[config.mk]
export PLATFORM = sky130hd
export DESIGN_NAME = time_link_top
export DESIGN_NICKNAME = d
export VERILOG_FILES = /design/src/common/time_pkg.sv /design/src/common/line_code_pkg.sv /design/src/hdl/time_link_top.sv /design/src/time_link/time_receiver.sv /design/src/time_link/time_sender.sv /design/src/line_code/decode_8b10b.sv /design/src/line_code/encode_8b10b.sv
export VERILOG_INCLUDE_DIRS = /design/src /design/src/common
export SDC_FILE = /design/constraint.sdc
export NUM_CORES = 1
export LEC_CHECK = 0
export BUFFER_PORTS_ARGS = -buffer_cell sky130_fd_sc_hd__buf_2
export CAP_MARGIN = 20
export CORE_MARGIN = 2
export CORE_UTILIZATION = 45
export CTS_CLUSTER_SIZE = 25
export DETAILED_ROUTE_END_ITERATION = 7
export GPL_ROUTABILITY_DRIVEN = 0
export PLACE_DENSITY = 0.6
export SLEW_MARGIN = 25
export SYNTH_ARGS = -nofsm -noshare
export SYNTH_HDL_FRONTEND = slang
export SYNTH_SLANG_ARGS = --single-unit
[constraint.sdc]
create_clock -name clk -period 8.55 [get_ports clk]
set_input_delay 1.71 -clock clk [delete_from_list [all_inputs] [get_ports clk]]
set_output_delay 1.71 -clock clk [all_outputs]
set_load 0.05 [all_outputs]
[src/common/time_link_cfg.svh]
`ifndef TIME_LINK_CFG_SVH
`define TIME_LINK_CFG_SVH

// K28.5 symbol that leaves negative disparity
`define TIME_LINK_COMMA_NEG 10'h283

// K28.5 symbol that leaves positive disparity
`define TIME_LINK_COMMA_POS 10'h17c

// K28.1, marks the start of a frame
`define TIME_LINK_HEAD 9'h13c

// K28.5, sent between frames
`define TIME_LINK_IDLE 9'h1bc

`define TIME_LINK_BYTES 4

`endif
[src/common/time_pkg.sv]
package time_pkg;

   typedef logic [31:0] master_time_t;

   // Same bits as master_time_t, split for the link
   typedef struct packed {
      logic [7:0] byte_a;
      logic [7:0] byte_b;
      logic [7:0] byte_c;
      logic [7:0] byte_d;
   } time_bytes_t;

endpackage

[src/common/line_code_pkg.sv]
package line_code_pkg;

   // One 10-bit line symbol, bit 0 goes out first
   typedef logic [9:0] symbol_t;

   // Byte plus control flag, K28.5 is {1'b1, 8'hbc}
   typedef struct packed {
      logic       is_k;
      logic [7:0] data;
   } code_word_t;

   typedef struct packed {
      code_word_t word;
      logic       code_err;
      logic       disp_err;
   } decode_result_t;

endpackage

[src/hdl/time_link_top.sv]
`timescale 1ns/1ns

module time_link_top (
   input  logic                   clk,
   input  logic                   rst,
   input  logic                   time_req,
   input  time_pkg::master_time_t time_in,
   output logic                   time_ack,
   output time_pkg::master_time_t master_time,
   output logic                   sync_rcvd,
   output logic                   link_err
);

   // Single wire, one bit per clock
   logic serial_line;

   time_sender sender (
      .clk         (clk),
      .rst         (rst),
      .time_req    (time_req),
      .time_in     (time_in),
      .time_ack    (time_ack),
      .serial_line (serial_line)
   );

   time_receiver receiver (
      .clk         (clk),
      .rst         (rst),
      .serial_in   (serial_line),
      .master_time (master_time),
      .sync_rcvd   (sync_rcvd),
      .link_err    (link_err)
   );

endmodule

[src/time_link/time_receiver.sv]
`timescale 1ns/1ns
`include "time_link_cfg.svh"

module time_receiver (
   input  logic                   clk,
   input  logic                   rst,
   input  logic                   serial_in,
   output time_pkg::master_time_t master_time,
   output logic                   sync_rcvd,
   output logic                   link_err
);

   typedef enum logic [2:0] {
      ST_IDLE,
      ST_T0,
      ST_T1,
      ST_T2,
      ST_T3
   } state_t;

   line_code_pkg::symbol_t        shift_reg;
   logic [3:0]                    bit_count;
   logic                          found_comma;
   logic                          set_disp;
   logic                          complete_word;
   logic                          disp_reg;
   logic                          dec_disp;
   line_code_pkg::decode_result_t dec;
   line_code_pkg::code_word_t     word_reg;
   logic                          err_reg;
   state_t                        state;
   logic [7:0]                    held_a;
   logic [7:0]                    held_b;
   logic [7:0]                    held_c;
   time_pkg::time_bytes_t         rx_time;
   time_pkg::master_time_t        time_reg;
   logic                          sync_reg;

   // New bits enter at the top, first bit ends up in bit 0
   always_ff @(posedge clk)
   begin
      shift_reg <= {serial_in, shift_reg[9:1]};
   end

   assign found_comma = (shift_reg == `TIME_LINK_COMMA_NEG) || (shift_reg == `TIME_LINK_COMMA_POS);
   assign set_disp = (shift_reg == `TIME_LINK_COMMA_POS);
   assign complete_word = (bit_count == 4'd9);

   always_ff @(posedge clk)
   begin
      if (rst || found_comma || complete_word)
         bit_count <= 4'd0;
      else
         bit_count <= bit_count + 4'd1;
   end

   decode_8b10b decoder (
      .datain  (shift_reg),
      .dispin  (disp_reg),
      .result  (dec),
      .dispout (dec_disp)
   );

   always_ff @(posedge clk)
   begin
      if (rst)
      begin
         disp_reg <= 1'b0;
         err_reg <= 1'b0;
      end
      else if (set_disp)
         disp_reg <= 1'b1;
      else if (complete_word)
         disp_reg <= dec_disp;
      if (!rst && complete_word)
         err_reg <= dec.code_err | dec.disp_err;
   end

   always_ff @(posedge clk)
   begin
      if (complete_word)
         word_reg <= dec.word;
   end

   // Fourth byte comes straight from the word register
   assign rx_time = '{byte_a: held_a, byte_b: held_b, byte_c: held_c, byte_d: word_reg.data};

   always_ff @(posedge clk)
   begin
      sync_reg <= 1'b0;
      if (rst)
         state <= ST_IDLE;
      else if (complete_word)
      begin
         case (state)
            ST_IDLE:
               if (word_reg == `TIME_LINK_HEAD)
                  state <= ST_T0;
            ST_T0:
            begin
               held_a <= word_reg.data;
               state <= ST_T1;
            end
            ST_T1:
            begin
               held_b <= word_reg.data;
               state <= ST_T2;
            end
            ST_T2:
            begin
               held_c <= word_reg.data;
               state <= ST_T3;
            end
            default:
            begin
               time_reg <= rx_time;
               sync_reg <= 1'b1;
               state <= ST_IDLE;
            end
         endcase
      end
   end

   assign master_time = time_reg;
   assign sync_rcvd = sync_reg;
   assign link_err = err_reg;

endmodule

[src/time_link/time_sender.sv]
`timescale 1ns/1ns
`include "time_link_cfg.svh"

module time_sender (
   input  logic                   clk,
   input  logic                   rst,
   input  logic                   time_req,
   input  time_pkg::master_time_t time_in,
   output logic                   time_ack,
   output logic                   serial_line
);

   // Symbol slots of a frame, data bytes follow the head
   localparam logic [2:0] SEQ_IDLE = 3'd0;
   localparam logic [2:0] SEQ_COMMA = 3'd1;
   localparam logic [2:0] SEQ_HEAD = 3'd2;
   localparam logic [2:0] SEQ_LAST = 3'(SEQ_HEAD + `TIME_LINK_BYTES);

   logic [3:0]                phase;
   logic                      boundary;
   logic [2:0]                seq;
   logic [2:0]                next_seq;
   logic                      disp;
   logic                      enc_disp;
   line_code_pkg::code_word_t next_word;
   line_code_pkg::symbol_t    next_symbol;
   line_code_pkg::symbol_t    shift_reg;
   time_pkg::time_bytes_t     tx_time;

   // Last bit of the current symbol is on the line
   assign boundary = (phase == 4'd9);

   always_ff @(posedge clk)
   begin
      if (rst)
         phase <= 4'd9;
      else if (boundary)
         phase <= 4'd0;
      else
         phase <= phase + 4'd1;
   end

   always_comb
   begin
      if (seq == SEQ_IDLE)
         next_seq = (time_req && !time_ack) ? SEQ_COMMA : SEQ_IDLE;
      else if (seq == SEQ_LAST)
         next_seq = SEQ_IDLE;
      else
         next_seq = seq + 3'd1;
   end

   always_comb
   begin
      case (next_seq)
         SEQ_IDLE, SEQ_COMMA: next_word = `TIME_LINK_IDLE;
         SEQ_HEAD: next_word = `TIME_LINK_HEAD;
         3'd3: next_word = {1'b0, tx_time.byte_a};
         3'd4: next_word = {1'b0, tx_time.byte_b};
         3'd5: next_word = {1'b0, tx_time.byte_c};
         default: next_word = {1'b0, tx_time.byte_d};
      endcase
   end

   encode_8b10b encoder (
      .datain  (next_word),
      .dispin  (disp),
      .dataout (next_symbol),
      .dispout (enc_disp)
   );

   always_ff @(posedge clk)
   begin
      if (rst)
      begin
         seq <= SEQ_IDLE;
         disp <= 1'b0;
         shift_reg <= '0;
      end
      else if (boundary)
      begin
         seq <= next_seq;
         disp <= enc_disp;
         shift_reg <= next_symbol;
      end
      else
         shift_reg <= {1'b0, shift_reg[9:1]};
   end

   // Time is taken when the frame comma is loaded
   always_ff @(posedge clk)
   begin
      if (boundary && seq == SEQ_IDLE && next_seq == SEQ_COMMA)
         tx_time <= time_in;
   end

   always_ff @(posedge clk)
   begin
      if (rst)
         time_ack <= 1'b0;
      else if (boundary && seq == SEQ_LAST)
         time_ack <= 1'b1;
      else if (!time_req)
         time_ack <= 1'b0;
   end

   assign serial_line = shift_reg[0];

endmodule

[src/line_code/decode_8b10b.sv]
`timescale 1ns/1ns

module decode_8b10b (
   input  line_code_pkg::symbol_t        datain,
   input  logic                          dispin,
   output line_code_pkg::decode_result_t result,
   output logic                          dispout
);

   logic [5:0] code6;
   logic [3:0] code4;
   logic [4:0] x;
   logic [2:0] y;
   logic       is_k28;
   logic       err6;
   logic       err4;
   logic       disp_mid;
   logic       need_neg6;
   logic       need_pos6;
   logic       need_neg4;
   logic       need_pos4;

   // Sub-blocks in table order, a and f in the top bits
   always_comb
   begin
      for (int i = 0; i < 6; i++)
         code6[5 - i] = datain[i];
      for (int i = 0; i < 4; i++)
         code4[3 - i] = datain[6 + i];
   end

   always_comb
   begin
      x = 5'd0;
      is_k28 = 1'b0;
      err6 = 1'b0;
      case (code6)
         6'b100111, 6'b011000: x = 5'd0;
         6'b011101, 6'b100010: x = 5'd1;
         6'b101101, 6'b010010: x = 5'd2;
         6'b110001: x = 5'd3;
         6'b110101, 6'b001010: x = 5'd4;
         6'b101001: x = 5'd5;
         6'b011001: x = 5'd6;
         6'b111000, 6'b000111: x = 5'd7;
         6'b111001, 6'b000110: x = 5'd8;
         6'b100101: x = 5'd9;
         6'b010101: x = 5'd10;
         6'b110100: x = 5'd11;
         6'b001101: x = 5'd12;
         6'b101100: x = 5'd13;
         6'b011100: x = 5'd14;
         6'b010111, 6'b101000: x = 5'd15;
         6'b011011, 6'b100100: x = 5'd16;
         6'b100011: x = 5'd17;
         6'b010011: x = 5'd18;
         6'b110010: x = 5'd19;
         6'b001011: x = 5'd20;
         6'b101010: x = 5'd21;
         6'b011010: x = 5'd22;
         6'b111010, 6'b000101: x = 5'd23;
         6'b110011, 6'b001100: x = 5'd24;
         6'b100110: x = 5'd25;
         6'b010110: x = 5'd26;
         6'b110110, 6'b001001: x = 5'd27;
         6'b001110: x = 5'd28;
         6'b101110, 6'b010001: x = 5'd29;
         6'b011110, 6'b100001: x = 5'd30;
         6'b101011, 6'b010100: x = 5'd31;
         6'b001111, 6'b110000:
         begin
            x = 5'd28;
            is_k28 = 1'b1;
         end
         default: err6 = 1'b1;
      endcase
   end

   assign need_neg6 = ($countones(code6) == 4) || (code6 == 6'b111000);
   assign need_pos6 = ($countones(code6) == 2) || (code6 == 6'b000111);
   assign disp_mid = ($countones(code6) == 4) ? 1'b1 :
                     ($countones(code6) == 2) ? 1'b0 : dispin;

   always_comb
   begin
      y = 3'd0;
      err4 = 1'b0;
      if (is_k28)
      begin
         case (code4)
            4'b0110, 4'b1001: y = 3'd1;
            4'b0101, 4'b1010: y = 3'd5;
            default: err4 = 1'b1;
         endcase
      end
      else
      begin
         case (code4)
            4'b1011, 4'b0100: y = 3'd0;
            4'b1001: y = 3'd1;
            4'b0101: y = 3'd2;
            4'b1100, 4'b0011: y = 3'd3;
            4'b1101, 4'b0010: y = 3'd4;
            4'b1010: y = 3'd5;
            4'b0110: y = 3'd6;
            4'b1110, 4'b0001, 4'b0111, 4'b1000: y = 3'd7;
            default: err4 = 1'b1;
         endcase
      end
   end

   // K28 tail polarity follows disparity even when balanced
   assign need_neg4 = is_k28 ? (code4 == 4'b0110 || code4 == 4'b0101)
                             : ($countones(code4) == 3 || code4 == 4'b1100);
   assign need_pos4 = is_k28 ? (code4 == 4'b1001 || code4 == 4'b1010)
                             : ($countones(code4) == 1 || code4 == 4'b0011);

   assign dispout = ($countones(code4) == 3) ? 1'b1 :
                    ($countones(code4) == 1) ? 1'b0 : disp_mid;

   always_comb
   begin
      result.word.is_k = is_k28;
      result.word.data = {y, x};
      result.code_err = err6 | err4;
      result.disp_err = (need_neg6 && dispin) || (need_pos6 && !dispin) ||
                        (need_neg4 && disp_mid) || (need_pos4 && !disp_mid);
   end

endmodule

[src/line_code/encode_8b10b.sv]
`timescale 1ns/1ns

module encode_8b10b (
   input  line_code_pkg::code_word_t datain,
   input  logic                      dispin,
   output line_code_pkg::symbol_t    dataout,
   output logic                      dispout
);

   logic [4:0] x;
   logic [2:0] y;
   logic [5:0] code6_neg;
   logic [3:0] code4_neg;
   logic [5:0] code6;
   logic [3:0] code4;
   logic       unbal6;
   logic       unbal4;
   logic       disp_mid;
   logic       alt7;

   assign x = datain.data[4:0];
   assign y = datain.data[7:5];

   // 5b/6b, abcdei for negative running disparity
   always_comb
   begin
      case (x)
         5'd0: code6_neg = 6'b100111;
         5'd1: code6_neg = 6'b011101;
         5'd2: code6_neg = 6'b101101;
         5'd3: code6_neg = 6'b110001;
         5'd4: code6_neg = 6'b110101;
         5'd5: code6_neg = 6'b101001;
         5'd6: code6_neg = 6'b011001;
         5'd7: code6_neg = 6'b111000;
         5'd8: code6_neg = 6'b111001;
         5'd9: code6_neg = 6'b100101;
         5'd10: code6_neg = 6'b010101;
         5'd11: code6_neg = 6'b110100;
         5'd12: code6_neg = 6'b001101;
         5'd13: code6_neg = 6'b101100;
         5'd14: code6_neg = 6'b011100;
         5'd15: code6_neg = 6'b010111;
         5'd16: code6_neg = 6'b011011;
         5'd17: code6_neg = 6'b100011;
         5'd18: code6_neg = 6'b010011;
         5'd19: code6_neg = 6'b110010;
         5'd20: code6_neg = 6'b001011;
         5'd21: code6_neg = 6'b101010;
         5'd22: code6_neg = 6'b011010;
         5'd23: code6_neg = 6'b111010;
         5'd24: code6_neg = 6'b110011;
         5'd25: code6_neg = 6'b100110;
         5'd26: code6_neg = 6'b010110;
         5'd27: code6_neg = 6'b110110;
         5'd28: code6_neg = 6'b001110;
         5'd29: code6_neg = 6'b101110;
         5'd30: code6_neg = 6'b011110;
         default: code6_neg = 6'b101011;
      endcase
      if (datain.is_k)
         code6_neg = 6'b001111;
   end

   assign unbal6 = ($countones(code6_neg) == 4);
   // D.7 is balanced but still flips with disparity
   assign code6 = (dispin && (unbal6 || (x == 5'd7 && !datain.is_k))) ? ~code6_neg : code6_neg;
   assign disp_mid = dispin ^ unbal6;

   // Alternate D.x.7 avoids a run of five
   assign alt7 = disp_mid ? (x == 5'd11 || x == 5'd13 || x == 5'd14)
                          : (x == 5'd17 || x == 5'd18 || x == 5'd20);

   always_comb
   begin
      case (y)
         3'd0: code4_neg = 4'b1011;
         3'd1: code4_neg = 4'b1001;
         3'd2: code4_neg = 4'b0101;
         3'd3: code4_neg = 4'b1100;
         3'd4: code4_neg = 4'b1101;
         3'd5: code4_neg = 4'b1010;
         3'd6: code4_neg = 4'b0110;
         default: code4_neg = alt7 ? 4'b0111 : 4'b1110;
      endcase
      // Only K28.1 and K28.5 are used on this link
      if (datain.is_k)
         code4_neg = (y == 3'd1) ? 4'b0110 : 4'b0101;
   end

   assign unbal4 = ($countones(code4_neg) == 3);
   assign code4 = (disp_mid && (unbal4 || datain.is_k || y == 3'd3)) ? ~code4_neg : code4_neg;
   assign dispout = disp_mid ^ unbal4;

   always_comb
   begin
      for (int i = 0; i < 6; i++)
         dataout[i] = code6[5 - i];
      for (int i = 0; i < 4; i++)
         dataout[6 + i] = code4[3 - i];
   end

endmodule

==> results of run 1 <==
how the worst max path moves through the flow:
| stage | end | slack (ns) | depth (start not counted) |
|---|---|---|---|
| 3_3_place_gp | sender.shift_reg[6] | 0.89 | 26 |
| 3_5_place_dp | sender.shift_reg[6] | 0.60 | 26 |
| 6_report | sender.shift_reg[6] | 0.64 | 24 |
| 5_1_grt | sender.shift_reg[6] | 0.14 | 27 |
| 4_1_cts | sender.shift_reg[6] | 0.57 | 24 |
| 2_1_floorplan | sender.shift_reg[7] | 1.46 | 27 |
cell type report:
type | count | area (um^2) | share of cell area [%]
well taps | 211 | 264 | 3.22
clock inverters | 15 | 179 | 2.18
multi-input cells | 448 | 3100 | 37.9
clock buffers | 17 | 425 | 5.19
inverters | 27 | 101 | 1.24
repair buffers | 78 | 413 | 5.04
flip-flops and latches | 136 | 3700 | 45.2
what timing repair did:
action / 4_1_cts / 5_1_grt
setup endpoints to repair: 0 / 1
buffers inserted: 0 / 0
hold buffers: 0 / 0
gates resized for setup: 0 / 1
hold endpoints to repair: 0 / 0
kinds of logic after synthesis:
family	count (synthesis)
xor gates and xnor gates	11
adders and majority gates	33
muxes	32
and+or+nand+nor	225
buffers and inverters	63
DFF	136
AOI/OAI and AO/OA	147
cell usage after synthesis, types with 3 or more instances:
master	n
or4_1	3
o31ai_1	4
dfxtp_1	38
a211oi_1	5
nor3_1	12
nor2b_1	11
nor4_1	4
and3_1	5
mux2i_1	26
nand3b_1	7
clkbuf_1	24
a32oi_1	6
a31oi_1	6
fa_1	8
nand4_1	9
a311oi_1	3
and2_1	5
nand2_1	66
o22a_1	4
ha_1	25
buf_2	9
o22ai_1	5
a21oi_1	33
or3_1	4
xnor2_1	8
o21bai_1	3
o2111ai_1	4
o32ai_1	5
edfxtp_1	98
or2_2	6
nand2b_1	14
inv_1	26
o211ai_1	6
xor2_1	3
mux2_2	4
nor3b_1	8
o32a_1	3
o21ai_0	26
nand3_1	19
a22oi_1	6
nor2_1	42
worst reg2reg max path, stage by stage, from the launching register on:
cell and delay, ns:
dfxtp_1 0.82, mux2i_1 0.31, o22a_1 0.33, ha_1 0.41
nor3_1 0.11, a221o_1 0.40, a21oi_1 0.18, ha_1 0.28
fa_1 0.51, fa_1 0.44, fa_1 0.45, nor3b_2 0.38
xor2_1 0.53, nand3_1 0.14, o32a_1 0.24, o32a_1 0.33
inv_1 0.09, fa_1 0.39, ha_1 0.20, ha_1 0.27
nand2_1 0.05, nor2_1 0.28, o31a_1 0.27, nor4_1 0.07
a211o_1 0.31
through the flow:
stage	worst slack, ns	util, %	power [uW]	instance area, um^2	hold WS, ns
final	0.642	53.7	2100	8190	0.329
after detailed placement	0.599	49.7	1380	7590	0.319
after CTS	0.574	53.7	2110	8190	0.330
after global routing	0.144	53.7	2220	8190	0.334
after global placement	0.890	49.7	1360	7580	0.322
after floorplan	1.46	-	1250	7060	0.310
power by group through the flow:
stage	sequential, uW	combinational (uW)	clock [uW]
detailed placement	849	527	0
floorplan	808	446	0
global route	847	602	772
finish	836	536	730
global placement	848	517	0
CTS	835	530	747
metal layers:
| metal | share of wire, % | global-route usage [%] | up-vias |
|---|---|---|---|
| met3 | 5.1 | 3.55 | 15 |
| met5 | 0 | 0 | - |
| li1 | - | - | 2536 |
| met2 | 45 | 28.2 | 169 |
| met4 | 0.93 | 6.59 | 0 |
| met1 | 49 | 26.9 | 2480 |
==> run metrics, run 1 <==
crit-path max cell delay=between 0.8 and 0.9 ns; worst min path class=reg2reg; endpoint class of the critical path=flop; Flop pwr share=between 30% and 40%; Slew headroom=between 40% and 50%; Critical Path Start=sender.seq[0]; combinational family with the most area after synthesis=simple AND/OR/NAND/NOR gates; Post-Synth Adder-Cell Area=between 6 and 7%; power density cells=257 nW/um^2; leading post-synthesis cells by cell area=edfxtp_1, dfxtp_1, ha_1; dpl hpwl=10400 um; drt wl/cell=between 15 and 20 um; Post-synth EDFFs=98; # DRC=0; Comb pwr share=approximately 26%; Layout Cells excl Fill=932; Leakage=slightly below 0.003 uW; count of final max-slew check failures=0; Ys Warns=0; setup violators final=0; critical setup path kind=reg2reg; Tightest Pin Transition=between 0.8 and 0.9 ns; I/O Buffers=69; Synth Area in XOR/XNOR=under 10%; Critical path buffers and inverters=1; register area share after synthesis=a little over half; Fill cells=between 1000 and 1500; clk_skew=between 0.008 and 0.009 ns; slowest CP cell=dfxtp_1; # H-tree levels=4; synthesis-stage register bit count=between 100 and 150; worst-skew pair later-pin latency=roughly 0.41 ns; Hold Startpoint=sender.shift_reg[0]; Starting Density=46.3%; initial antenna violation count=0; Post-synth ARST share=0%; Placed Cells=900; Reg clk slew, reported paths=0.06 ns; RSZ-0062 raised after global routing=false; ant diodes=0; post-synthesis mux area share=approximately 4.8%; CTS Buf Count=17; overall via count from detail_route=5200; first-pass GRT wire length=24500 um; Post-synth top flop=edfxtp_1; worst hold endpoint=receiver.shift_reg[9]; GRT Overall Usage=roughly a fifth; P&R area growth vs syn=16.1%; total nets after synthesis=a little over 700; Core Rows=45; grt ovf=0; cells after synthesis=between 600 and 700; Clock Power Share=a little over a third; Sw Ratio=between 30% and 40%; Ports=70; period utilisation layout=just over 90%; die height=129 um; simple-gate share of the synthesized area=16.3%; post-synth design cell area=around 7100 um^2; FMAX=between 100 and 150 MHz; drt first pass iters=6; Worst path top cell family by delay=adder cells; count of cell types in the netlist=73; NetSw=699 uW; worst reg2reg path endpoint=sender.shift_reg[6]; commonest non-fill, non-tap cell in the layout=edfxtp_1; CORE AREA=between 15000 and 20000 um^2; number of clock sinks=136; status=complete, no violations; hold path depth=0; Final Critical Period=slightly below 8 ns; commonest non-fill, non-tap cells in the layout=edfxtp_1, buf_2, nand2_1; worst flop-to-flop path startpoint=sender.seq[0]; share of cells above drive strength 1=between 10% and 20%; post-route ant nets=0; DRT Wirelength=about 15000 um; die footprint=approximately 17000 um^2; Post-Syn Area per Cell=10.9 um^2; worst reg-to-reg path cell count=24; Max IR drop VDD=between 100 and 150 uV; Vias/cell=about 5.6; CTS tree=yes; Critical Path, Cell by Cell=mux2i_1 -> o22a_1 -> ha_1 -> nor3_1 -> a221o_1 -> a21oi_1 -> ha_1 -> fa_1 -> fa_1 -> fa_1 -> nor3b_2 -> xor2_1 -> nand3_1 -> o32a_1 -> o32a_1 -> inv_1 -> fa_1 -> ha_1 -> ha_1 -> nand2_1 -> nor2_1 -> o31a_1 -> nor4_1 -> a211o_1; internal power=between 1000 and 1500 uW; final setup TNS=0 ns; Crit Path Max Fanout=15; CTS root buf=clkbuf_16; WP data arrival=~8 ns; vias in the first global route=a little under 5000; Reg2Reg Setup Slack=between 0.6 and 0.7 ns; Die X-Extent=about 130 um; Critical Path Start Type=flop; compound-gate portion of the synthesized area=between 10 and 15%; initial DRC count=a little under 400; Max Root-Sink Buffers=2; Yosys top cell area share=around two fifths; largest net degree at the start of global routing=33; Fin. Hold Viols=0; max-cap viol count=0; Layout Nets=slightly below 800; WP data required=~8.9 ns; largest area contributor in the netlist=edfxtp_1
Note: power is estimated with default switching activity, not from simulation.
==> inputs of run 2 (changes only) <==
Settings changed: CORE_UTILIZATION 45 to 50, PLACE_DENSITY 0.6 to 0.66, SYNTH_HIERARCHICAL set to 1.
==> run metrics, run 2 <==
status=complete, no violations; overall via count from detail_route=4723 (-9.2%); top-count cell post-synth=edfxtp_1; initial DRC count=287 (-28%); count of cell types in the netlist=79 (+8.2%); worst flop-to-flop path startpoint=sender/seq[0]; Reg2Reg Setup Slack=1.83 ns (+1.19 ns); most instantiated cells after synthesis=edfxtp_1, nand2_1, ha_1; I/O Buffers=69 (unchanged); count of final max-slew check failures=0 (unchanged); period utilisation layout=78.5% (-14 points); Worst path top cell family by delay=adder cells; CTS tree=yes; Max IR drop VDD=149 uV (about the same); Final Critical Period=6.72 ns (-1.19 ns); crit-path max cell delay=0.69 ns (-0.13 ns); Tightest Pin Transition=0.980 ns (+0.145 ns); Layout Nets=744 (-4.1%); Critical Path Start Type=flop; Yosys top cell area share=42.1% (+0.41 points); WP data arrival=7.05 ns (-1.15 ns); Fin. Hold Viols=0 (unchanged); # DRC=0 (unchanged); initial antenna violation count=0 (unchanged); commonest non-fill, non-tap cells in the layout=edfxtp_1, buf_2, nand2_1; slowest CP cell=dfxtp_2; Die X-Extent=122 um (-5.4%); post-synth design cell area=6990 um^2 (-0.98%); Post-synth EDFFs=98 (unchanged); footprint of the multi-input gates=2950 um^2 (-5.0%); CTS root buf=clkbuf_16; Vias/cell=5.51 (-1.2%); Sw Ratio=29.5% (-3.8 points); Flop pwr share=43.3% (+3.5 points); WP depth=28 (+17%); Reg clk slew, reported paths=0.06 ns (about the same); FMAX=149 MHz (+18%); setup violators final=0 (unchanged); post-route ant nets=0 (unchanged); cells after synthesis=603 (-6.8%); CORE AREA=13800 um^2 (-9.7%); P&R area growth vs syn=13.8%; hold-fix buffers at CTS=0 (unchanged); max-cap viol count=0 (unchanged); crit path capture=sender/shift_reg[9]; Fill cells=1159 (-14%); Post-Syn Area per Cell=11.6 um^2 (+6.3%); WP data required=8.88 ns (+0.03 ns); CTS Buf Count=17 (unchanged); synthesis-stage register bit count=136 (unchanged); largest net degree at the start of global routing=33 (unchanged); Final Total Pwr=1850 uW (-12%); # H-tree levels=4 (unchanged); DRT Wirelength=13100 um (-12%); Critical Path Start=sender/seq[0]; share of cells above drive strength 1=19.8% (+1.5 points); die height=122 um (-5.4%); power density cells=233 nW/um^2 (-9.2%); dpl hpwl=9210 um (-11%); Slew headroom=34.4% (-9.8 points); critical setup path kind=reg2reg; Placed Cells=825 (-8.3%); first-pass GRT wire length=21400 um (-13%); Crit path top cell by count=ha_1; internal power=1310 uW (-6.8%); NetSw=547 uW (-22%); RSZ-0062 raised after global routing=false; Layout Cells excl Fill=857 (-8.0%); worst reg-to-reg path cell count=28 (+17%); largest area contributor in the netlist=edfxtp_1; number of clock sinks=136 (unchanged); Post-synth ARST share=0% (unchanged); Critical path buffers and inverters=4 (+3); Core Rows=43 (-4.4%); drt wl/cell=15.3 um (-3.9%); Post-synth top flop=edfxtp_1; Starting Density=50.7% (+4.5 points); grt ovf=0 (unchanged); Max Root-Sink Buffers=2 (unchanged); Ports=70 (unchanged); ant diodes=0 (unchanged); vias in the first global route=4449 (-10%); total nets after synthesis=683 (-4.5%); Seq. cell area=3700 um^2 (unchanged); worst min path class=reg2reg; leading post-synthesis cells by cell area=edfxtp_1, dfxtp_1, ha_1; endpoint class of the critical path=flop; drt first pass iters=5 (-1); final setup TNS=0 ns (unchanged); Crit Path Max Fanout=23 (+8); worst reg2reg path endpoint=sender/shift_reg[9]; commonest non-fill, non-tap cell in the layout=edfxtp_1; register area share after synthesis=53.0% (+0.52 points); Leakage=0.00303 uW (+3.2%); post-CTS setup repair buffer count=0 (unchanged); die footprint=14900 um^2 (-11%); Ys Warns=6 (+6); clk_skew=0.00660 ns (-0.00224 ns); Comb pwr share=20.6% (-4.9 points); GRT Overall Usage=18.6% (about the same); worst-skew pair later-pin latency=0.42 ns (about the same); Gates resized, CTS repair=0 (unchanged); Clock Power Share=36.1% (+1.4 points)
## run 2: cell types whose count changed after synthesis, moves of 7 or more
cell      previous run  this run
clkbuf_1            24        15
nor2_1              42        26
buf_4                0         7
nand2_1             66        57
ha_1                25        39
nor3_1              12         4
## run 2: worst register-to-register path: cells and delay by family, from the launching register on
kind	cells	cell delay [ns]
fa+ha+maj	7	2.18
compound gates	7	1.70
simple gates	9	1.52
flops	1	0.69
buf+inv	4	0.36
mux	1	0.18
## run 2: per-stage QoR
| step | instance area [um^2] | utilization (%) | setup slack, ns | hold slack [ns] |
|---|---|---|---|---|
| floorplan | 6990 | - | 2.48 | 0.310 |
| global placement | 7400 | 53.8 | 1.74 | 0.319 |
| detailed placement | 7400 | 53.8 | 1.43 | 0.317 |
| CTS | 7950 | 57.7 | 1.38 | 0.330 |
| global route | 7950 | 57.7 | 1.23 | 0.337 |
| finish | 7950 | 57.7 | 1.83 | 0.329 |
## run 2: layer usage
metal / part of all wire [%] / wire length, um / track usage, % / vias up
met4: 1.5 / 201 / 7.54 / 0
met1: 45 / 5940 / 24.1 / 2254
met3: 4.7 / 609 / 4.23 / 18
met5: 0 / 0 / 0 / -
li1: - / - / - / 2342
met2: 48 / 6330 / 30.4 / 109
## run 2: cell families after synthesis
logic type      count (synthesis)  synth area share (%)
compound gates                127                  12.4
flops                         136                  53.0
mux                            22                  3.22
xor+xnor                       16                  2.00
simple gates                  193                  15.8
fa+ha+maj                      45                  8.70
buf+inv                        64                  4.83
## run 2: power groups by stage
| stage | Combinational (uW) | Sequential [uW] | Clock (uW) |
|---|---|---|---|
| floorplan | 324 | 798 | 0 |
| global placement | 365 | 816 | 0 |
| detailed placement | 382 | 818 | 0 |
| CTS | 384 | 805 | 684 |
| global route | 430 | 813 | 710 |
| finish | 382 | 804 | 669 |
## run 2: worst min-delay path by stage
| stage | startpoint | endpoint | slack, ns | cells past startpoint |
|---|---|---|---|---|
| after global placement | sender/shift_reg[0] | receiver/shift_reg[9] | 0.32 | 0 |
| after global routing | sender/shift_reg[0] | receiver/shift_reg[9] | 0.34 | 0 |
| after CTS | sender/shift_reg[0] | receiver/shift_reg[9] | 0.33 | 0 |
| after floorplan | sender/shift_reg[0] | receiver/shift_reg[9] | 0.31 | 0 |
| after detailed placement | sender/shift_reg[0] | receiver/shift_reg[9] | 0.32 | 0 |
| final | sender/shift_reg[0] | receiver/shift_reg[9] | 0.33 | 0 |
## run 2: final cells by class
class	count	area share [%]
Timing Repair Buffer	75	4.91
Tap cell	180	2.83
Inverter	31	1.68
Clock inverter	12	1.16
Sequential cell	136	46.6
Clock buffer	20	5.74
Multi-Input combinational cell	403	37.1
